### src/hdl/gb_bus_pkg.sv
// system bus glue for the handheld console core
// shared widths, request and select structs, register map and irq vectors

package gb_bus_pkg;

	// ------------------------------------------------------------------
	// widths with a meaning
	// ------------------------------------------------------------------
	typedef logic [15:0] addr_t;     // cpu address
	typedef logic [7:0]  data_t;     // bus byte
	typedef logic [4:0]  irq_mask_t; // vblank, lcd, timer, serial, joypad
	typedef logic [2:0]  bank_t;     // wram bank 0..7

	// cpu side request, held by the cpu for the whole access
	typedef struct packed {
		addr_t addr;
		data_t wdata;
		logic  rd;    // level
		logic  wr;    // level, acted on at its rising edge
	} cpu_req_t;

	// one-hot decode of the current address
	typedef struct packed {
		logic sel_wram;  // c000-fdff incl. echo
		logic sel_zpram; // ff80-fffe
		logic sel_if;
		logic sel_ie;
		logic sel_joy;
		logic sel_key1;  // cgb only
		logic sel_svbk;  // cgb only
		logic sel_ff72;
		logic sel_ff73;
		logic sel_ff74;
		logic sel_ff75;
	} bus_sel_t;

	// ------------------------------------------------------------------
	// register map
	// ------------------------------------------------------------------
	localparam addr_t ADDR_JOY  = 16'hff00;
	localparam addr_t ADDR_IF   = 16'hff0f;
	localparam addr_t ADDR_KEY1 = 16'hff4d; // speed switch
	localparam addr_t ADDR_SVBK = 16'hff70; // wram bank
	localparam addr_t ADDR_FF72 = 16'hff72;
	localparam addr_t ADDR_FF73 = 16'hff73;
	localparam addr_t ADDR_FF74 = 16'hff74;
	localparam addr_t ADDR_FF75 = 16'hff75;
	localparam addr_t ADDR_IE   = 16'hffff;

	// rst vectors 40h, 48h, .. 60h, one step per flag
	localparam data_t VEC_BASE = 8'h40;
	localparam data_t VEC_STEP = 8'h08;

	localparam data_t OPEN_BUS = 8'hff; // nothing drives the bus

endpackage

### src/hdl/gb_read_mux.sv
// cpu read data mux, registered so register and ram paths line up

`timescale 1ns/100ps

module gb_read_mux (
	input  logic                  clk_sys,
	input  logic                  reset_ss,
	input  gb_bus_pkg::bus_sel_t  sel,
	input  logic                  irq_ack,
	input  gb_bus_pkg::data_t     vector,
	input  gb_bus_pkg::irq_mask_t if_q,
	input  gb_bus_pkg::data_t     ie_q,
	input  logic [3:0]            joy_din,
	input  logic [1:0]            joy_p54,
	input  logic                  speed,
	input  logic                  prepare,
	input  gb_bus_pkg::bank_t     wram_bank,
	input  gb_bus_pkg::data_t     ff72_q,
	input  gb_bus_pkg::data_t     ff73_q,
	input  gb_bus_pkg::data_t     ff74_q,
	input  logic [2:0]            ff75_q,
	input  gb_bus_pkg::data_t     wram_q,   // already one cycle late
	input  gb_bus_pkg::data_t     zpram_q,
	output gb_bus_pkg::data_t     cpu_rdata
);

	gb_bus_pkg::data_t reg_c;
	gb_bus_pkg::data_t reg_q;
	logic              wram_sel_q; // select delayed to match ram latency
	logic              zpram_sel_q;

	always_comb begin
		if (irq_ack)            reg_c = vector; // ack beats any address
		else if (sel.sel_if)    reg_c = {3'b111, if_q};
		else if (sel.sel_svbk)  reg_c = {5'h1f, wram_bank};
		else if (sel.sel_key1)  reg_c = {speed, 6'h3f, prepare};
		else if (sel.sel_joy)   reg_c = {2'b11, joy_p54, joy_din};
		else if (sel.sel_ff72)  reg_c = ff72_q;
		else if (sel.sel_ff73)  reg_c = ff73_q;
		else if (sel.sel_ff74)  reg_c = ff74_q;
		else if (sel.sel_ff75)  reg_c = {1'b1, ff75_q, 4'hf};
		else if (sel.sel_ie)    reg_c = ie_q;
		else                    reg_c = gb_bus_pkg::OPEN_BUS;
	end

	always_ff @(posedge clk_sys) begin
		if (reset_ss) begin
			reg_q       <= gb_bus_pkg::OPEN_BUS;
			wram_sel_q  <= 1'b0;
			zpram_sel_q <= 1'b0;
		end else begin
			reg_q       <= reg_c;
			wram_sel_q  <= sel.sel_wram & ~irq_ack;
			zpram_sel_q <= sel.sel_zpram & ~irq_ack;
		end
	end

	assign cpu_rdata = wram_sel_q  ? wram_q :
	                   zpram_sel_q ? zpram_q : reg_q;

endmodule

### config.mk
export PLATFORM = sky130hd
export DESIGN_NAME = gb_read_mux
export DESIGN_NICKNAME = d
export VERILOG_FILES = /design/src/hdl/gb_bus_pkg.sv /design/src/hdl/gb_read_mux.sv
export SDC_FILE = /design/constraint.sdc
export NUM_CORES = 1
export LEC_CHECK = 0
export ABC_AREA = 1
export BUFFER_PORTS_ARGS = -buffer_cell sky130_fd_sc_hd__buf_2
export CORE_MARGIN = 5
export CORE_UTILIZATION = 40
export DETAILED_ROUTE_END_ITERATION = 8
export HOLD_SLACK_MARGIN = 0.06
export PLACE_DENSITY_LB_ADDON = 0.12
export SETUP_SLACK_MARGIN = 0.3
export SYNTH_ARGS = -nofsm -noshare
export SYNTH_HDL_FRONTEND = slang
export SYNTH_SLANG_ARGS = --single-unit
export TNS_END_PERCENT = 30
### constraint.sdc
create_clock -name clk_sys -period 2.9 [get_ports clk_sys]
set_clock_uncertainty 0.15 [all_clocks]
set_input_delay 0.145 -clock clk_sys [delete_from_list [all_inputs] [get_ports clk_sys]]
set_output_delay 0.145 -clock clk_sys [all_outputs]
set_load 0.03 [all_outputs]
==> flow_summary.toml <==
[route]
vias = 1666
wire_per_inst_um = 11.7
drt-total-wl_mm = 4.15
via_per_inst = 4.69
first_pass_iters = 4
ant_nets = 0
drt_iter0_drc = 73
drc = 0

[clocking]
cts.sinks = 10
clk_pin_slew_ps = 60
cts_tree = "built"
clockBufferDepth = 2
holdBufCountCts = 23
post_cts_buffers = 0
post_cts_resized = 0
cts_root_buf = "clkbuf_4"
htreeDepth = 1
cts_buffers = 3

[logic_synthesis]
synth_most_common_cell = "nand2_1"
synthFlopType = "dfxtp_1"
synth_area_um2 = 1060
synthCells = 211
yosys.area.top_type_share_pct = 26.6
ys_async_sr_fraction_pct = 0
synth_top_area_cell = "nand2_1"
seq_area_frac_synth_pct = 18.9
synth_cell_type_count = 18
ys_top_cells_by_area = "nand2_1 (27%), dfxtp_1 (19%), a21oi_1 (18%)"
synth_edf_count = 0
yosys_warnings = 0
ys_seq_elements = 10
synth_nets = 300
netlist_top_cells_count = "nand2_1 (75), nor2_1 (43), a21oi_1 (39)"
avgSynthCellArea_um2 = 5.02

[worst_setup_path]
path_depth = 6
end_kind = "flop"
worstPathRequired_ps = 2900
path_class = "input port to flop"
critPathTopFamily = "buffers and inverters"
cp_slowest_cell = "dlygate4sd3_1"
cp-startpoint = "vector[3]"
arrival_ps = 2140
cp_slowest_stage_delay_ps = 560
crit_fanout = 1
worst-path-buf-inv = 4
cp-start-kind = "input port"
crit_end = "reg_q[3]"
crit_path_cell_trace = "dlygate4sd3_1, buf_2, a21oi_1, dlygate4sd3_1, nand2_1, dlygate4sd3_1"
cp_common_cell = "dlygate4sd3_1"

[placed_design]
gp_congestion = 0.807
dp_hpwl_mm = 3.06
post-place-ws_ps = 1590
placedCellCount = 329
portBuffers = 96

[cells_and_area]
diodes = 0
fin_util_pct = 71.1
area_delta_synth_final_pct = 68.0
nets = 416
drive_gt1_share_pct = 32.6
finalNonFillerCells = 355

[sta]
final.setup.worst_slack_ps = 757
whs_ps = 52.9
clock.fmax_ghz = 0.467
finalHoldViolations = 0
timing.slew.headroom_pct = 81.6
period_share_pct = 73.9
setup_viol = 0
fin_tns_setup_ps = 0
worst_pin_slew_ps = 276
period_needed_ps = 2140
rsz0062_at_grt = "false"
drv_slew = 0

[global_routing]
antenna_found_initial = 0
grt_util_all_layers_pct = 21.6
grt_overflow = 0
grt_pass1_wl_mm = 6.13
grt_pass1_vias = 1519
grt_max_degree = 15

[die]
die_h_um = 61.4
pin_count = 97
std_cell_rows = 18
initial_core_util_pct = 42.3
fp.dieArea_um2 = 3770
die_x_um = 61.4
core_um2 = 2500

[power_and_ir_drop]
ir_drop_v = 0.000309
power.leakage_uw = 0.00101
power.density_nw_per_um2 = 264

[hold_path]
min_path_type = "input port to flop"

[flow_run]
cap_violations = 0

[status]
status = "finished clean"
-- report_power, final --
part           total [uW]  switching, uW  internal [uW]  leakage (uW)
Sequential            152           5.48            146     0.0000832
Clock                90.6           42.9           47.7     0.0000138
Combinational         226            117            109      0.000916
-- layout by cell type, fill, tap and decap left out, types with 3 or more instances in the layout --
master / synthesis / layout
inv_1: 14 / 14
nand3_1: 4 / 4
a21oi_1: 39 / 39
nand2_1: 75 / 75
nor2_1: 43 / 43
o21ai_1: 3 / 3
clkbuf_4: 0 / 3
dfxtp_1: 10 / 10
dlygate4sd3_1: 0 / 23
or2_2: 3 / 3
o21ai_0: 3 / 3
buf_2: 5 / 96
-- registers in the layout, indices dropped and copies added (netlist names) --
name         flops
reg_q            8
wram_sel_q       1
zpram_sel_q      1
-- worst min path at each step --
stage / startpoint / slack [ps] / to / depth (start not counted)
floorplan: vector[6] / 120 / reg_q[6] / 2
global placement: vector[7] / 210 / reg_q[7] / 3
detailed placement: vector[1] / 210 / reg_q[1] / 3
CTS: if_q[2] / 70 / reg_q[2] / 5
global route: if_q[2] / 80 / reg_q[2] / 5
finish: if_q[0] / 50 / reg_q[0] / 5
-- cell families (layout without fill, tap and decap cells) --
logic type	after synthesis	count (layout)	share of synthesized area [%]
flip-flops	10	10	18.9
buffers and inverters	25	139	10.9
AO/OA/AOI/OAI	47	47	22.6
AND/OR/NAND/NOR	129	129	47.6
-- metal layers --
metal | wire, um | global-route usage (%) | up-vias
met5 | 0 | 0 | -
met4 | 81 | 7.27 | 0
met3 | 342 | 4.19 | 8
met2 | 2080 | 41.7 | 59
met1 | 1650 | 23.2 | 702
li1 | - | - | 897
-- tightest hold or removal path, stage by stage --
cell and delay (ps):
buf_2 80, nor2_1 40, nor2_1 80, nand2_1 60, nand2_1 40
-- layout make-up --
cell class                 instances  area, um^2
inverter                          17        63.8
fill                             278         722
tap                               30        37.5
multi-input combinational        176         743
clock buffer                       3        22.5
sequential                        10         200
timing repair buffer             119         711
-- stage by stage --
stage	cell area (um^2)	total power, uW
global route	1780	504
detailed placement	1530	351
CTS	1780	464
floorplan	1060	267
global placement	1530	349
finish	1780	469
Power figures use the tool's default switching activity.
