--- src/hdl/gb_bus_pkg.sv ---
// system bus glue for the handheld console core
// shared widths, request and select structs, register map and irq vectors

package gb_bus_pkg;

	// ------------------------------------------------------------------
	// widths with a meaning
	// ------------------------------------------------------------------
	typedef logic [15:0] addr_t;     // cpu address
	typedef logic [7:0]  data_t;     // bus byte
	typedef logic [4:0]  irq_mask_t; // vblank, lcd, timer, serial, joypad
	typedef logic [2:0]  bank_t;     // wram bank 0..7

	// cpu side request, held by the cpu for the whole access
	typedef struct packed {
		addr_t addr;
		data_t wdata;
		logic  rd;    // level
		logic  wr;    // level, acted on at its rising edge
	} cpu_req_t;

	// one-hot decode of the current address
	typedef struct packed {
		logic sel_wram;  // c000-fdff incl. echo
		logic sel_zpram; // ff80-fffe
		logic sel_if;
		logic sel_ie;
		logic sel_joy;
		logic sel_key1;  // cgb only
		logic sel_svbk;  // cgb only
		logic sel_ff72;
		logic sel_ff73;
		logic sel_ff74;
		logic sel_ff75;
	} bus_sel_t;

	// ------------------------------------------------------------------
	// register map
	// ------------------------------------------------------------------
	localparam addr_t ADDR_JOY  = 16'hff00;
	localparam addr_t ADDR_IF   = 16'hff0f;
	localparam addr_t ADDR_KEY1 = 16'hff4d; // speed switch
	localparam addr_t ADDR_SVBK = 16'hff70; // wram bank
	localparam addr_t ADDR_FF72 = 16'hff72;
	localparam addr_t ADDR_FF73 = 16'hff73;
	localparam addr_t ADDR_FF74 = 16'hff74;
	localparam addr_t ADDR_FF75 = 16'hff75;
	localparam addr_t ADDR_IE   = 16'hffff;

	// rst vectors 40h, 48h, .. 60h, one step per flag
	localparam data_t VEC_BASE = 8'h40;
	localparam data_t VEC_STEP = 8'h08;

	localparam data_t OPEN_BUS = 8'hff; // nothing drives the bus

endpackage

--- src/hdl/gb_bus_decode.sv ---
// cpu bus address decode
// one-hot selects plus write strobe and end-of-acknowledge pulse

`timescale 1ns/100ps

module gb_bus_decode (
	input  logic                  clk_sys,
	input  logic                  reset_ss,
	input  gb_bus_pkg::cpu_req_t  cpu_req,
	input  logic                  irq_ack,
	input  logic                  is_gbc,
	output gb_bus_pkg::bus_sel_t  sel,
	output logic                  wr_stb,
	output logic                  ack_end
);

	gb_bus_pkg::addr_t a;
	logic              wr_d;  // previous wr level
	logic              ack_d; // previous ack level

	assign a = cpu_req.addr;

	// ------------------------------------------------------------------
	// address decode
	// ------------------------------------------------------------------
	always_comb begin
		sel = '0;
		// c000-dfff, echo e000-fdff, fe00 and up excluded
		sel.sel_wram  = (a[15:14] == 2'b11) && !(&a[13:9]);
		sel.sel_zpram = (a[15:7] == 9'h1ff) && (a != gb_bus_pkg::ADDR_IE);
		sel.sel_if    = (a == gb_bus_pkg::ADDR_IF);
		sel.sel_ie    = (a == gb_bus_pkg::ADDR_IE);
		sel.sel_joy   = (a == gb_bus_pkg::ADDR_JOY);

		// cgb only registers, dmg sees open bus
		sel.sel_key1  = is_gbc && (a == gb_bus_pkg::ADDR_KEY1);
		sel.sel_svbk  = is_gbc && (a == gb_bus_pkg::ADDR_SVBK);
		sel.sel_ff72  = is_gbc && (a == gb_bus_pkg::ADDR_FF72);
		sel.sel_ff73  = is_gbc && (a == gb_bus_pkg::ADDR_FF73);
		sel.sel_ff74  = is_gbc && (a == gb_bus_pkg::ADDR_FF74);
		sel.sel_ff75  = is_gbc && (a == gb_bus_pkg::ADDR_FF75);
	end

	// ------------------------------------------------------------------
	// edge detection
	// ------------------------------------------------------------------
	always_ff @(posedge clk_sys) begin
		if (reset_ss) begin
			wr_d    <= 1'b0;
			ack_d   <= 1'b0;
			wr_stb  <= 1'b0;
			ack_end <= 1'b0;
		end else begin
			wr_d    <= cpu_req.wr;
			ack_d   <= irq_ack;
			wr_stb  <= cpu_req.wr & ~wr_d; // one pulse per write access
			ack_end <= ack_d & ~irq_ack;   // ack just dropped
		end
	end

endmodule

--- config.mk ---
export PLATFORM = sky130hd
export DESIGN_NAME = gb_bus_decode
export DESIGN_NICKNAME = d
export VERILOG_FILES = /design/src/hdl/gb_bus_pkg.sv /design/src/hdl/gb_bus_decode.sv
export SDC_FILE = /design/constraint.sdc
export NUM_CORES = 1
export LEC_CHECK = 0
export BUFFER_PORTS_ARGS = -buffer_cell sky130_fd_sc_hd__buf_2
export CELL_PAD_IN_SITES_DETAIL_PLACEMENT = 0
export CELL_PAD_IN_SITES_GLOBAL_PLACEMENT = 2
export CORE_ASPECT_RATIO = 1.4
export CORE_MARGIN = 2
export CORE_UTILIZATION = 13
export DETAILED_ROUTE_END_ITERATION = 10
export PLACE_DENSITY = 0.69
export RECOVER_POWER = 25
export SLEW_MARGIN = 0
export SYNTH_ARGS = -nofsm -noshare
export SYNTH_HDL_FRONTEND = slang
export SYNTH_SLANG_ARGS = --single-unit
--- constraint.sdc ---
create_clock -name clk_sys -period 1.01 [get_ports clk_sys]
set_input_delay 0.202 -clock clk_sys [delete_from_list [all_inputs] [get_ports clk_sys]]
set_output_delay 0.202 -clock clk_sys [all_outputs]
set_load 0.02 [all_outputs]
==> metrics.md, run 1 <==
| Metric | Value |
|---|---|
| Status | complete, but fails checks |
| Failing checks | setup timing |
| GRT Total Usage | 8.75% |
| Max stage delay cell, worst path | nor4b_4 |
| Clock slew at reported path FFs | 0.03 ns |
| Count leader, synth | nor2b_1 |
| Gr ovfl total | 0 |
| Final period utilization | 126% |
| Starting density of the core | 13.6% |
| Hold Path Origin | irq_ack |
| Hold crit path type | in2reg |
| GP Congestion | 0.720 |
| Synth Cell Area | 352 um^2 |
| Syn Nets | 72 |
| Worst r2r path cells | 1 |
| Hold Path Cell Cnt | 2 |
| Tmin final | 1.27 ns |
| Clock buffer depth | 2 |
| Seq/Total Area, Yosys | 22.8% |
| Storage element area | 80.1 um^2 |
| Unique cell type count in the Yosys netlist | 21 |
| Final WL | 1360 um |
| Number of global-route vias before repair | 516 |
| Inserted Clock Buffers | 3 |
| Filler instances | 305 |
| CP arrival | 1.07 ns |
| P&R area growth vs syn | 170% |
| Worst skew pair latency | 0.23 ns |
| Ports | 43 |
| Fmax | 0.787 GHz |
| Slew Viols, Final | 0 |
| Syn Inst Count | 42 |
| Setup CP Type | in2out |
| Power per cell area | 610 mW/mm^2 |
| Horiz. Die Dim | 48.0 um |
| H-tree lvl count | 1 |
| Share of cells above drive strength 1 | 72.5% |
| Die area | 0.00314 mm^2 |
| CP Launch Type | input pin |
| Placed Area | 712 um^2 |
| CP Cell Sequence | buf_6, and3_4, nand4_4, nor4b_4, buf_4 |
| Least-Margin Pin Slew | 0.229 ns |
| CTS tree | done |
| WL/cell | 10.7 um |
| Critical Path Sink Type | output pin |
| Largest net degree at the start of global routing | 6 |
| R2R Setup Slk | 0.45 ns |
| Initial DRC Count | 8 |
| IO Port Bufs | 33 |
| Vias per inst | 4.17 |
| Yosys reg bits | 4 |
| Core area | 0.00259 mm^2 |
| Final WS setup | -0.261 ns |
| Max_cap viols | 0 |
| Biggest cell delay along the critical path | 0.27 ns |
| Hold path endpoint | ack_end |
| End of the worst register-to-register path | ack_end |
| # diodes | 0 |
| Remaining antenna violation count after routing | 0 |
| RSZ-0062 raised after global routing | true |
| Synth top area share | 22.8% |
| Vias | 529 |
| Chip height | 65.5 um |
| Top post-synthesis cells by area | dfxtp_1 (23%), nor2b_1 (8.9%), and4_1 (7.5%) |
| Slew HR | 84.6% |
| Design Area, Final | 950 um^2 |
| EDFF count, synth | 0 |
| Hold Fails Final Rpt | 0 |
| Worst-path maximum fanout | 4 |
| TritonRoute pass-1 iters | 3 |
| Synth top cells by count | nor2b_1 (5), and3_1 (4), dfxtp_1 (4), nor2_1 (4) |
| Top FF cell, synth | dfxtp_1 |
| Initial antenna violation count | 0 |
| RR Startpoint | ack_d |
| Area of the multi-input gates | 377 um^2 |
| Root Driver | clkbuf_4 |
| Critical Path RT | 0.81 ns |
| Leakage | 0.446 nW |
| Hold_buf cts | 0 |
| Peak supply drop | 0.000259 V |
| FFs w/ async S/R, synth | 0% |
| Number of nets in the layout | 123 |
| # setup viols final | 10 |
| Mean area per synthesized cell | 8.37 um^2 |
| Std-Cell Rows | 22 |
| Clock skew | 0.00478 ns |
| Sink Count | 4 |
| DRC | 0 |
| Syn. warnings | 0 |
| First-pass GRT wire length | 2040 um |
| Dominant cell type by area after synthesis | dfxtp_1 |
| DP HPWL | 998 um |
| Final setup TNS | -2.04 ns |
## power breakdown
| part | switching (mW) | internal, mW | leakage, nW |
|---|---|---|---|
| registers | 0.00154 | 0.166 | 0.0331 |
| clock network | 0.0596 | 0.132 | 0.0138 |
| logic | 0.0882 | 0.131 | 0.399 |
## logic make-up (layout without fill, tap and decap cells)
| group | Yosys count | count (layout) | share of synthesized area [%] |
|---|---|---|---|
| AOI/OAI and AO/OA | 1 | 1 | 1.78 |
| buffers and inverters | 2 | 51 | 2.14 |
| and+or+nand+nor | 35 | 35 | 73.3 |
| DFF | 4 | 4 | 22.8 |
## registers in the layout, summed over array words and instances (netlist names)
signal and flops:
ack_d 1, ack_end 1, wr_d 1, wr_stb 1
## cell type report
| cell class | instances | area share [%] |
|---|---|---|
| Multi-Input combinational cell | 36 | 39.7 |
| Inverter | 2 | 0.791 |
| Clock buffer | 3 | 2.37 |
| Tap cell | 36 | 4.74 |
| Timing Repair Buffer | 46 | 44.0 |
| Sequential cell | 4 | 8.43 |
## through the flow
step / util, % / total power, mW / hold WS (ns) / setup WS (ns) / std cells
after floorplan: - / 0.223 / 0.274 / -0.140 / 42
after global placement: 27.5 / 0.326 / 0.374 / -0.330 / 122
after detailed placement: 27.5 / 0.326 / 0.383 / -0.332 / 122
after CTS: 34.5 / 0.575 / 0.141 / -0.270 / 127
after global routing: 36.7 / 0.627 / 0.152 / -0.310 / 127
final: 36.7 / 0.580 / 0.149 / -0.261 / 127
## cells in the final DEF, fill, tap and decap left out, drive strengths merged
cell / Yosys / routed
nand4bb: 1 / 1
nor2: 4 / 4
nor2b: 5 / 5
nand4: 3 / 3
and3b: 2 / 2
nand2: 3 / 3
nor4: 2 / 2
nor4b: 1 / 1
inv: 2 / 2
and3: 5 / 5
and4: 3 / 3
buf: 0 / 46
nor3: 3 / 3
nand3: 1 / 1
clkbuf: 0 / 3
nand4b: 1 / 1
dfxtp: 4 / 4
a31oi: 1 / 1
nor3b: 1 / 1
## layer usage
layer | share of wire, % | vias up | global-route usage (%) | routed length, um
met5 | 0 | - | 0 | 0
met4 | 0 | 0 | 3.04 | 0
met3 | 7.9 | 0 | 2.20 | 108
met2 | 56 | 24 | 14.5 | 765
met1 | 36 | 247 | 10.4 | 488
li1 | - | 258 | - | -
## worst max-delay path by stage
stage,slack [ns],cells past startpoint,endpoint,startpoint
after global placement,-0.33,5,sel[3],cpu_req[14]
after global routing,-0.31,5,sel[3],cpu_req[15]
final,-0.26,5,sel[3],cpu_req[21]
after detailed placement,-0.33,5,sel[3],cpu_req[14]
after CTS,-0.27,5,sel[3],cpu_req[19]
after floorplan,-0.14,3,sel[3],is_gbc
## worst max-delay path: cells and delay by family
family	cells	cell delay, ns
simple gates	3	0.62
buf+inv	2	0.24
## what timing repair did
item,in CTS,in global routing
resized for setup,33,14
pin swaps,12,4
buffers inserted,2,0
setup endpoints to repair,11,11
Note: power is estimated with default switching activity, not from simulation.
==> run 2: changes to the inputs <==
--- a/config.mk
+++ b/config.mk
@@ -8,7 +8,7 @@
 export BUFFER_PORTS_ARGS = -buffer_cell sky130_fd_sc_hd__buf_2
 export CELL_PAD_IN_SITES_DETAIL_PLACEMENT = 0
 export CELL_PAD_IN_SITES_GLOBAL_PLACEMENT = 2
-export CORE_ASPECT_RATIO = 1.4
+export CORE_ASPECT_RATIO = 2
 export CORE_MARGIN = 2
 export CORE_UTILIZATION = 13
 export DETAILED_ROUTE_END_ITERATION = 10
==> run 2 against run 1 <==
Effect of this change: the run still ends with setup timing left; largest power group is now the clock network; critical endpoint unchanged; clock skew shrank 0.0047 ns; worst hold slack better by 0.010 ns; critical path type unchanged; flip-flop and latch count is the same; count of clock-buffer cells in the layout unchanged.
==> metrics.md, run 2 (synthesis gave the netlist of run 1 again) <==
| Metric | Value |
|---|---|
| Vias | 518 |
| Starting density of the core | 13.7% |
| Clock buffer depth | 2 |
| Share of cells above drive strength 1 | 72.5% |
| H-tree lvl count | 1 |
| RR Startpoint | ack_d |
| Slew HR | 85.1% |
| Initial antenna violation count | 0 |
| Ports | 43 |
| # diodes | 0 |
| Leakage | 0.429 nW |
| Root Driver | clkbuf_8 |
| Slew Viols, Final | 0 |
| Vias per inst | 4.35 |
| Core area | 0.00257 mm^2 |
| CP arrival | 1.07 ns |
| R2R Setup Slk | 0.48 ns |
| Final Non-Filler Cells | 119 |
| Hold Fails Final Rpt | 0 |
| # setup viols final | 11 |
| CP Launch Type | input pin |
| Peak supply drop | 0.000331 V |
| First-pass GRT wire length | 2130 um |
| Status | complete, but fails checks |
| Hold crit path type | in2reg |
| Tmin final | 1.27 ns |
| Placed cells | 114 |
| Inserted Clock Buffers | 3 |
| Failing checks | setup timing |
| RSZ-0062 raised after global routing | true |
| TritonRoute pass-1 iters | 2 |
| CTS tree | done |
| P&R area growth vs syn | 153% |
| Crit path from | cpu_req[15] |
| Final WS setup | -0.257 ns |
| Setup CP Type | in2out |
| GP Congestion | 0.667 |
| Fmax | 0.789 GHz |
| Commonest non-fill, non-tap cell in the layout | buf_4 |
| Remaining antenna violation count after routing | 0 |
| Gr ovfl total | 0 |
| Critical Path Sink Type | output pin |
| Hold_buf cts | 0 |
| Number of global-route vias before repair | 561 |
| Chip height | 77.5 um |
| Critical Path RT | 0.81 ns |
| Worst slack, placed | -0.364 ns |
| Final WL | 1370 um |
| Largest net degree at the start of global routing | 6 |
| Clock skew | 0.0000340 ns |
| Hold Path Origin | irq_ack |
| Power per cell area | 785 mW/mm^2 |
| Sink Count | 4 |
| Die area | 0.00316 mm^2 |
| WL/cell | 11.5 um |
| Max_cap viols | 0 |
| DP HPWL | 1140 um |
| IO Port Bufs | 33 |
| Commonest non-fill, non-tap cells in the layout | buf_4 (18), buf_6 (15), buf_2 (13), nor2b_1 (4), dfxtp_1 (4) |
| Clock slew at reported path FFs | 0.03 ns |
| Std-Cell Rows | 26 |
| Least-Margin Pin Slew | 0.221 ns |
| Initial DRC Count | 1 |
| Worst-path maximum fanout | 4 |
| Final period utilization | 125% |
| Worst skew pair latency | 0.21 ns |
| GRT Total Usage | 9.35% |
| DRC | 0 |
| Number of nets in the layout | 123 |
| Horiz. Die Dim | 40.8 um |
-- run 2: power breakdown --
group          switching, mW  total [mW]  internal, mW
sequential           0.00150       0.168         0.167
combinational         0.0845       0.199         0.114
clock                 0.0781       0.332         0.254
-- run 2: path summary, 6_finish.rpt --
check | end | depth (start not counted)
setup reg to reg | ack_end | 1
hold / removal | ack_end | 2
hold reg to reg | wr_stb | 1
setup / recovery | sel[3] | 5
-- run 2: cell type report --
| class | instances | area [um^2] |
|---|---|---|
| clock buffers | 3 | 41.3 |
| fillers | 281 | 1680 |
| inverters | 2 | 7.51 |
| multi-input cells | 36 | 357 |
| flip-flops and latches | 4 | 80.1 |
| well taps | 28 | 35.0 |
| repair buffers | 46 | 369 |
-- run 2: repair_timing --
item / CTS / global route
pin swaps: 14 / 3
setup buffers: 2 / 0
setup endpoints to repair: 11 / 11
gates resized for setup: 27 / 8
-- run 2: through the flow --
step	hold WS (ns)	cell area [um^2]	utilization, %	setup TNS (ns)	power, mW
6_report	0.159	890	34.6	-2.26	0.699
4_1_cts	0.154	858	33.4	-2.25	0.709
3_5_place_dp	0.380	702	27.3	-2.77	0.331
5_1_grt	0.172	890	34.6	-2.91	0.740
3_3_place_gp	0.378	702	27.3	-2.78	0.331
2_1_floorplan	0.274	419	-	-0.436	0.223
-- run 2: critical path: stages --
cell	delay, ns
buf_4	0.11
and3_4	0.20
nand4_4	0.13
nor4b_4	0.24
buf_4	0.18
-- run 2: layer usage --
layer / vias up / share of wire [%] / GRT usage (%)
met5: - / 0 / 0
met4: 0 / 0.73 / 5.00
met3: 2 / 8.1 / 0
met2: 25 / 58 / 17.8
met1: 229 / 33 / 8.77
li1: 262 / - / -
