<file path="config.mk">
export PLATFORM = sky130hd
export DESIGN_NAME = gb_irq_ctrl
export DESIGN_NICKNAME = d
export VERILOG_FILES = /design/src/hdl/gb_bus_pkg.sv /design/src/hdl/gb_irq_ctrl.sv
export SDC_FILE = /design/constraint.sdc
export NUM_CORES = 1
export LEC_CHECK = 0
export ABC_AREA = 1
export BUFFER_PORTS_ARGS = -buffer_cell sky130_fd_sc_hd__buf_2
export CAP_MARGIN = 20
export CORE_MARGIN = 5
export CORE_UTILIZATION = 43
export DETAILED_ROUTE_END_ITERATION = 16
export GPL_TIMING_DRIVEN = 0
export PLACE_DENSITY_LB_ADDON = 0.3
export SETUP_SLACK_MARGIN = 0.15
export SYNTH_ARGS = -nofsm -noshare
export SYNTH_HDL_FRONTEND = slang
export SYNTH_SLANG_ARGS = --single-unit
</file>
<file path="constraint.sdc">
create_clock -name clk_sys -period 1.2 [get_ports clk_sys]
set_clock_uncertainty 0.1 [all_clocks]
set_input_delay 0.24 -clock clk_sys [delete_from_list [all_inputs] [get_ports clk_sys]]
set_output_delay 0.24 -clock clk_sys [all_outputs]
set_load 0.03 [all_outputs]
</file>
<file path="src/hdl/gb_bus_pkg.sv">
// system bus glue for the handheld console core
// shared widths, request and select structs, register map and irq vectors

package gb_bus_pkg;

	// ------------------------------------------------------------------
	// widths with a meaning
	// ------------------------------------------------------------------
	typedef logic [15:0] addr_t;     // cpu address
	typedef logic [7:0]  data_t;     // bus byte
	typedef logic [4:0]  irq_mask_t; // vblank, lcd, timer, serial, joypad
	typedef logic [2:0]  bank_t;     // wram bank 0..7

	// cpu side request, held by the cpu for the whole access
	typedef struct packed {
		addr_t addr;
		data_t wdata;
		logic  rd;    // level
		logic  wr;    // level, acted on at its rising edge
	} cpu_req_t;

	// one-hot decode of the current address
	typedef struct packed {
		logic sel_wram;  // c000-fdff incl. echo
		logic sel_zpram; // ff80-fffe
		logic sel_if;
		logic sel_ie;
		logic sel_joy;
		logic sel_key1;  // cgb only
		logic sel_svbk;  // cgb only
		logic sel_ff72;
		logic sel_ff73;
		logic sel_ff74;
		logic sel_ff75;
	} bus_sel_t;

	// ------------------------------------------------------------------
	// register map
	// ------------------------------------------------------------------
	localparam addr_t ADDR_JOY  = 16'hff00;
	localparam addr_t ADDR_IF   = 16'hff0f;
	localparam addr_t ADDR_KEY1 = 16'hff4d; // speed switch
	localparam addr_t ADDR_SVBK = 16'hff70; // wram bank
	localparam addr_t ADDR_FF72 = 16'hff72;
	localparam addr_t ADDR_FF73 = 16'hff73;
	localparam addr_t ADDR_FF74 = 16'hff74;
	localparam addr_t ADDR_FF75 = 16'hff75;
	localparam addr_t ADDR_IE   = 16'hffff;

	// rst vectors 40h, 48h, .. 60h, one step per flag
	localparam data_t VEC_BASE = 8'h40;
	localparam data_t VEC_STEP = 8'h08;

	localparam data_t OPEN_BUS = 8'hff; // nothing drives the bus

endpackage

</file>
<file path="src/hdl/gb_irq_ctrl.sv">
// interrupt controller, IF and IE registers
// source edge detect, joypad sync, vector priority and ack clearing

`timescale 1ns/100ps

module gb_irq_ctrl #(
	parameter int JOY_SYNC_STAGES = 2 // must be 2 or more
) (
	input  logic                    clk_sys,
	input  logic                    reset_ss,
	input  gb_bus_pkg::bus_sel_t    sel,
	input  logic                    wr_stb,
	input  gb_bus_pkg::data_t       wdata,
	input  logic                    ack_end,
	input  logic [3:0]              irq_src,   // vblank, lcd, timer, serial
	input  logic [3:0]              joy_din,
	output gb_bus_pkg::irq_mask_t   if_q,
	output gb_bus_pkg::data_t       ie_q,
	output gb_bus_pkg::data_t       vector,
	output logic                    irq_n
);

	logic [3:0]                         src_d;    // sources one cycle back
	logic [JOY_SYNC_STAGES-1:0][3:0]    joy_sync; // input synchronizer
	gb_bus_pkg::irq_mask_t              set_mask;
	gb_bus_pkg::irq_mask_t              pend;     // flagged and enabled
	gb_bus_pkg::irq_mask_t              clr_mask;
	logic                               joy_fall;

	// any of P10..P13 going low
	assign joy_fall = |(~joy_sync[JOY_SYNC_STAGES-2] & joy_sync[JOY_SYNC_STAGES-1]);
	assign set_mask = {joy_fall, irq_src & ~src_d};

	assign pend     = if_q & ie_q[4:0];
	assign irq_n    = ~|pend;
	// lowest set bit wins, that is the one the cpu is serving
	assign clr_mask = ack_end ? (pend & (~pend + 5'd1)) : 5'd0;

	// ------------------------------------------------------------------
	// vector priority, bit 0 highest
	// ------------------------------------------------------------------
	always_comb begin
		vector = 8'h00; // nothing pending
		for (int i = 4; i >= 0; i--) begin
			if (pend[i])
				vector = gb_bus_pkg::VEC_BASE +
					gb_bus_pkg::data_t'(i) * gb_bus_pkg::VEC_STEP;
		end
	end

	// ------------------------------------------------------------------
	// flag and enable registers
	// ------------------------------------------------------------------
	always_ff @(posedge clk_sys) begin
		if (reset_ss) begin
			src_d    <= 4'h0;
			joy_sync <= '1; // lines idle high
			if_q     <= 5'h00;
			ie_q     <= 8'h00;
		end else begin
			src_d       <= irq_src;
			joy_sync[0] <= joy_din;
			for (int i = 1; i < JOY_SYNC_STAGES; i++)
				joy_sync[i] <= joy_sync[i-1];

			// ack clear beats a new edge on the same flag
			if_q <= (if_q | set_mask) & ~clr_mask;

			// direct cpu writes override everything above
			if (wr_stb && sel.sel_if)
				if_q <= wdata[4:0];
			if (wr_stb && sel.sel_ie)
				ie_q <= wdata;
		end
	end

endmodule

</file>
==> results of run 1 <==
worst paths after layout:
kind                  to  slack, ps         from
max                irq_n       -390      ie_q[3]
min          joy_sync[3]         20     reset_ss
max reg2reg      if_q[4]       -140      ie_q[3]
min reg2reg  joy_sync[4]        340  joy_sync[0]
cells in the final DEF, fill, tap and decap left out, types with 6 or more instances in the layout:
master and instances:
nor2_1 25, dfxtp_4 9, dfxtp_1 12, nand2_1 7, buf_2 22, or2_2 6, inv_1 13, buf_4 17
o21ai_0 15, nand2_4 7, buf_6 30
per-layer routing:
metal	vias up	global-route usage, %
li1	547	-
met1	510	18.3
met2	45	36.9
met3	8	2.67
met4	0	6.95
met5	-	0
repair_timing:
item,in CTS,in global routing
pin swaps,9,7
setup buffers,18,7
gates resized for setup,52,9
hold endpoints to repair,4,0
hold buffers,4,0
setup endpoints to repair,19,23
area by class of cell:
class,instances,area [µm²],share of cell area (%)
Timing Repair Buffer,68,581,32.3
Sequential cell,25,539,30.0
Multi-Input combinational cell,85,512,28.5
Inverter,15,61.3,3.41
Buffer,6,40.0,2.23
Tap cell,28,35.0,1.95
Clock buffer,3,22.5,1.25
Clock inverter,1,6.26,0.348
logic make-up (layout without fill, tap and decap cells):
| group | count (synthesis) | count (layout) | share of synthesized area, % |
|---|---|---|---|
| flops | 25 | 25 | 50.4 |
| compound gates | 24 | 24 | 12.7 |
| other cells | 1 | 4 | 0.377 |
| simple gates | 57 | 57 | 26.8 |
| buf+inv | 21 | 93 | 9.70 |
flip-flops by register name (all words and copies together), names as in the netlist:
register  count
ie_q          8
joy_sync      8
if_q          5
src_d         4
where the power goes:
group / internal, mW / switching [mW]
registers: 0.883 / 0.0433
clock network: 0.130 / 0.265
logic: 0.300 / 0.307
stage by stage:
step / setup WS, ps / utilization [%] / hold slack, ps / cells
2_1_floorplan: -42.5 / - / 244 / 131
3_3_place_gp: -91.8 / 60.5 / 303 / 198
3_5_place_dp: -104 / 60.5 / 306 / 198
4_1_cts: -374 / 77.4 / 14.3 / 224
5_1_grt: -454 / 81.2 / 23.0 / 231
6_report: -389 / 81.2 / 18.4 / 231
==> flow_summary.toml, run 1 <==
[logic_synthesis]
ys_seq_elements = 25
yosysSeqAreaShare_pct = 50.4
syn_inst = 128
synth_top_area_share_pct = 50.4
syn_area_per_cell_um2 = 7.76
synthTopCellsByCount = "nor2_1 (26), dfxtp_1 (25), o21ai_0 (15), inv_1 (14), nand2_1 (11)"
ys.flop_type = "dfxtp_1"
yosysMostFrequentCell = "nor2_1"
synth-edff-count = 0
yosys_warnings = 0
ys_types = 20
ys_async_sr_fraction_pct = 0
netlist_area_um2 = 993
synth_top_area_cell = "dfxtp_1"
synthTopCellsByArea = "dfxtp_1 (50%), nor2_1 (9.8%), o21ai_0 (7.6%), inv_1 (5.3%), nand2_1 (4.2%)"

[critical_path]
cp_max_fo = 4
cp_slowest_cell = "dfxtp_4"
cp.arrival_ps = 1250
crit_chain = "nand2_4 > nand2_4 > nor2_4 > nand2_4 > clkinv_4 > buf_6"
cp_common_cell = "nand2_4"
critPathBufInv = 2
cp_top_family = "flip-flops"
crit_type = "reg -> out"
r2r_cells = 9
start_kind = "flip-flop"
slowest_delay_ps = 390
required_ps = 860
worstSetupEndpointType = "output pin"
critical_path_depth = 6

[route]
viasPerCell = 4.81
drt-pass1-iter-count = 5
drtIter0Drc = 21
wl_met3_um = 182
drc_errors = 0
vias = 1110
wl_met2_um = 1690
antenna_left = 0
routed.top_layer = "met4"
drt-met1-wl_um = 1190
drt_wl_total_um = 3120
post_drt_wl_per_cell_um = 13.5

[cts]
clock_sinks = 25
htreeDepth = 1
clk_pin_slew_ps = 140
clockBufferDepth = 2
cts_tree = "built"
numCtsBuffers = 3
clock_latency_ps = 320
cts_root_buffer = "clkbuf_4"

[outcome]
violations = "negative setup slack"
outcome = "complete, but fails checks"

[sta]
report.final.slew_viol_count = 0
finalCritPeriodShare_pct = 132
layout_min_cycle_time_ps = 1590
fmax_mhz = 629
fin_ws_ps = -389
setup_viol = 15
setup_tns_ps = -3190
grt_setup_unrepaired = "true"
hold_violations = 0

[grt]
grt_max_degree = 16
grt_pass1_wl_um = 4770
grt_overflow = 0
first_global_vias = 1115
antenna_found_initial = 0
grt_usage_pct = 18.3

[finish]
finalNetCount = 235
final_area_um2 = 1800
n_fill_cell = 150
drive_above_1_share_pct = 58.1
area_growth_pct = 80.9
diodes = 0

[placed_design]
gp_congestion = 0.756
dpl-instance-area_um2 = 1340
port-buffer-count = 39
dp_hpwl_um = 1890

[hold_path]
hp-class = "in -> reg"
hold_path_depth = 2

[power]
total_power_mw = 1.93
power.leakage_nw = 0.923
power-per-cell-area_nw_per_um2 = 1070
peakVddDrop_mv = 0.984

[floorplanning]
die_y_um = 58.1
io_pins = 53
core_um2 = 2210
die_w_um = 58.1
dieArea_um2 = 3370
start_util_pct = 44.9
row_count = 17

[flow_run]
cap_violations = 0
Power figures use the tool's default switching activity.
==> inputs of run 2 (changes only) <==
Settings changed: CORE_MARGIN 5 to not set.
==> flow_summary.toml, run 2 (synthesis results as in run 1) <==
[critical_path]
reg2reg_from = "ie_q[0]"
r2r_cells = 8
required_ps = 860
endpoint = "irq_n"
cp.arrival_ps = 1250
critPathLaunch = "ie_q[0]"
start_kind = "flip-flop"
r2r_setup_slack_ps = -100
r2r-end = "if_q[4]"
worstSetupEndpointType = "output pin"
crit_type = "reg -> out"
cp_max_fo = 3

[floorplanning]
core_um2 = 2190
row_count = 17
start_util_pct = 45.3
die_y_um = 50.1
dieArea_um2 = 2510
die_w_um = 50.1
io_pins = 53

[route]
antenna_left = 0
drtIter0Drc = 13
drt-pass1-iter-count = 5
vias = 1072
drc_errors = 0
viasPerCell = 4.76
post_drt_wl_per_cell_um = 12.9
drt_wl_total_um = 2900

[outcome]
outcome = "complete, but fails checks"
violations = "negative setup slack"

[power]
comb_power_share_pct = 30.1
power-per-cell-area_nw_per_um2 = 1060
internal_power_mw = 1.28
power.leakage_nw = 0.886
clkPwrFrac_pct = 19.4
swShare_pct = 31.1
seq_power_share_pct = 50.5
switching_power_mw = 0.578
peakVddDrop_mv = 0.889

[placed_design]
dp_hpwl_um = 1660
dpl-instance-area_um2 = 1340
port-buffer-count = 39
gp_congestion = 0.694

[finish]
drive_above_1_share_pct = 55.3
layout_commonest_cell = "buf_6"
multi_input_area_um2 = 512
seq_area_um2 = 537
diodes = 0
finalNetCount = 229
area_growth_pct = 75.7
final_area_um2 = 1750
n_fill_cell = 161
reg_top3 = "ie_q (8), joy_sync (8), if_q (5)"
post-route-util_pct = 79.7
final_cell_mix = "buf_6 (28), nor2_1 (26), buf_2 (22)"

[sta]
setup_tns_ps = -2700
layout_min_cycle_time_ps = 1590
report.final.slew_viol_count = 0
fin_ws_ps = -388
hold_violations = 0
setup_viol = 14
fmax_mhz = 630
finalCritPeriodShare_pct = 132
grt_setup_unrepaired = "true"

[grt]
grt_max_degree = 15
grt_usage_pct = 22.4
antenna_found_initial = 0
first_global_vias = 1010
grt_overflow = 0
grt_pass1_wl_um = 4220

[cts]
htreeDepth = 1
numCtsBuffers = 3
cts_tree = "built"
clock_latency_ps = 310
clk_pin_slew_ps = 130
clockBufferDepth = 2
clock_sinks = 25
cts_root_buffer = "clkbuf_4"

[flow_run]
cap_violations = 0

[hold_path]
hp-class = "in -> reg"
[run 2: changes by cell type in the layout (fill, tap and decap cells not counted), moves of 2 or more]
cell / delta
o21ai_0: -2
a21oi_2: -2
buf_6: -2
buf_4: -4
a21oi_1: +2
o21ai_1: +2
[run 2: power by group through the flow]
stage / logic (mW) / clock network, mW / registers, mW
detailed placement: 0.381 / 0 / 0.941
global placement: 0.372 / 0 / 0.938
floorplan: 0.205 / 0 / 1.00
finish: 0.558 / 0.361 / 0.938
global route: 0.600 / 0.406 / 0.943
CTS: 0.505 / 0.376 / 0.927
[run 2: how the worst min path moves through the flow]
| stage | startpoint | endpoint | cells past startpoint |
|---|---|---|---|
| 4_1_cts | reset_ss | joy_sync[3] | 2 |
| 3_3_place_gp | joy_sync[3] | joy_sync[7] | 2 |
| 6_report | reset_ss | joy_sync[3] | 2 |
| 2_1_floorplan | joy_din[0] | joy_sync[0] | 1 |
| 5_1_grt | reset_ss | joy_sync[3] | 2 |
| 3_5_place_dp | joy_sync[3] | joy_sync[7] | 2 |
[run 2: metrics by stage]
| step | total power, mW | instances | hold slack (ps) | worst slack (ps) |
|---|---|---|---|---|
| 2_1_floorplan | 1.21 | 131 | 244 | -42.5 |
| 3_3_place_gp | 1.31 | 198 | 303 | -89.0 |
| 3_5_place_dp | 1.32 | 198 | 306 | -109 |
| 4_1_cts | 1.81 | 218 | 26.4 | -375 |
| 5_1_grt | 1.95 | 225 | 32.5 | -448 |
| 6_report | 1.86 | 225 | 38.3 | -388 |
[run 2: worst max-delay path, cell delays in order (launching register included)]
cell	delay (ps)
dfxtp_4	380
nand2_4	80
nand2_4	80
nor2_4	150
nand2_4	80
clkinv_4	50
buf_6	110
[run 2: per-layer routing]
metal | GRT usage (%) | vias up | routed length (µm)
met5 | 0 | - | 0
met4 | 10.0 | 0 | 21
met3 | 2.16 | 4 | 118
met2 | 38.4 | 41 | 1580
met1 | 28.0 | 493 | 1180
li1 | - | 534 | -
[run 2: layout make-up]
type / instances / area share, %
sequential: 25 / 30.8
timing repair buffer: 62 / 30.4
multi-input combinational: 85 / 29.3
inverter: 15 / 3.66
buffer: 6 / 2.29
tap: 28 / 2.01
clock buffer: 3 / 1.29
clock inverter: 1 / 0.287
[run 2: timing repair]
| action | in CTS | in global routing |
|---|---|---|
| gates cloned | 0 | 0 |
| hold buffers | 4 | 0 |
| pin swaps | 10 | 7 |
| buffers inserted | 12 | 7 |
| setup endpoints to repair | 19 | 24 |
| gates resized for setup | 45 | 16 |
| hold endpoints to repair | 4 | 0 |
==> inputs of run 3 (changes only) <==
Settings changed: CTS_CLUSTER_DIAMETER set to 120, HOLD_SLACK_MARGIN set to 0.12.
==> flow_summary.toml, run 3 (synthesis results as in run 1) <==
[sta]
report.final.slew_viol_count = 0
fin_ws_ps = -402
setup_viol = 14
fmax_mhz = 624
finalCritPeriodShare_pct = 134
layout_min_cycle_time_ps = 1600
grt_setup_unrepaired = "true"
hold_violations = 0
whs_ps = 113

[cts]
cts_tree = "built"
clock_sinks = 25
clock_latency_ps = 320
clk_pin_slew_ps = 130
htreeDepth = 1
numCtsBuffers = 3
cts_root_buffer = "clkbuf_4"
clockBufferDepth = 2

[route]
antenna_left = 0
drt-pass1-iter-count = 4
drc_errors = 0
drtIter0Drc = 13
post_drt_wl_per_cell_um = 13.2
viasPerCell = 4.89
drt_wl_total_um = 3120
vias = 1154

[placed_design]
dp_slack_ps = -109
gp_congestion = 0.694
port-buffer-count = 39
dp_hpwl_um = 1660

[critical_path]
worstSetupEndpointType = "output pin"
cp_common_cell = "nand2_4"
crit_type = "reg -> out"
crit_chain = "nand2_4 > nand2_4 > nor2_4 > nand2_4 > clkinv_4 > buf_6"
critPathBufInv = 2
start_kind = "flip-flop"
cp.arrival_ps = 1260
r2r_setup_slack_ps = -90
slowest_delay_ps = 370
required_ps = 860
cp_max_fo = 3
cp_top_family = "simple AND/OR/NAND/NOR gates"
cp_slowest_cell = "dfxtp_4"

[finish]
n_fill_cell = 130
final_cell_mix = "buf_6 (27), nor2_1 (26), buf_2 (22)"
drive_above_1_share_pct = 53.4
reg_top3 = "ie_q (8), joy_sync (8), if_q (5)"
post-route-util_pct = 85.0
diodes = 0
finalNetCount = 240
layout_commonest_cell = "buf_6"
area_growth_pct = 87.4

[floorplanning]
start_util_pct = 45.3
row_count = 17
io_pins = 53
die_w_um = 50.1
core_um2 = 2190
dieArea_um2 = 2510
die_y_um = 50.1

[grt]
grt_usage_pct = 26.0
first_global_vias = 1083
antenna_found_initial = 0
grt_overflow = 0
grt_max_degree = 15
grt_pass1_wl_um = 4850

[power]
power-per-cell-area_nw_per_um2 = 1020
comb_power_share_pct = 31.4
swShare_pct = 31.5
switching_power_mw = 0.599
internal_power_mw = 1.30
power.leakage_nw = 0.935
peakVddDrop_mv = 0.869
seq_power_share_pct = 48.9
clkPwrFrac_pct = 19.6

[hold_path]
hp-class = "in -> reg"

[outcome]
outcome = "complete, but fails checks"
violations = "negative setup slack"

[flow_run]
cap_violations = 0
## run 3: area by class of cell
class / instances / area (µm²) / share of cell area, %
clock buffers: 3 / 22.5 / 1.21
well taps: 28 / 35.0 / 1.88
plain buffers: 6 / 40.0 / 2.15
clock inverters: 1 / 5.00 / 0.269
flip-flops and latches: 25 / 539 / 29.0
multi-input cells: 85 / 519 / 27.9
inverters: 15 / 61.3 / 3.29
repair buffers: 73 / 639 / 34.3
## run 3: power groups by stage
stage	registers, mW	clock network (mW)	logic [mW]
after detailed placement	0.941	0	0.381
after floorplan	1.00	0	0.205
after CTS	0.927	0.376	0.534
final	0.931	0.374	0.598
after global routing	0.936	0.417	0.640
after global placement	0.938	0	0.372
## run 3: worst register-to-register path, cell delays in order (launching register included)
cell     delay, ps
dfxtp_4        370
nand2_4         90
nand2_4         80
nor2_4         150
buf_4          120
buf_4           90
nand3_2         60
nand3_2         70
a21oi_2         50
## run 3: repair_timing
| action | in CTS | in global routing |
|---|---|---|
| gates cloned | 0 | 0 |
| hold buffers | 16 | 1 |
| endpoints found under the setup margin | 19 | 24 |
| endpoints found under the hold margin | 16 | 1 |
| pin swaps | 10 | 6 |
| resized for setup | 45 | 18 |
| buffers inserted | 12 | 5 |
## run 3: stage by stage
stage	power [mW]	cell area, µm²	setup TNS (ps)	cells
6_report	1.90	1860	-2790	236
5_1_grt	1.99	1860	-3330	236
4_1_cts	1.84	1760	-2220	230
3_5_place_dp	1.32	1340	-281	198
3_3_place_gp	1.31	1340	-207	198
2_1_floorplan	1.21	1110	-85.6	131
## run 3: final timing paths
kind,from,end,cells past startpoint
min,wdata[2],ie_q[2],3
max reg2reg,ie_q[0],if_q[4],8
max,ie_q[0],irq_n,6
min reg2reg,joy_sync[3],joy_sync[7],2
## run 3: layer usage
| layer | wire [µm] | GRT usage, % |
|---|---|---|
| met3 | 149 | 2.16 |
| met1 | 1250 | 30.5 |
| met2 | 1660 | 47.3 |
| met4 | 58 | 11.4 |
| met5 | 0 | 0 |
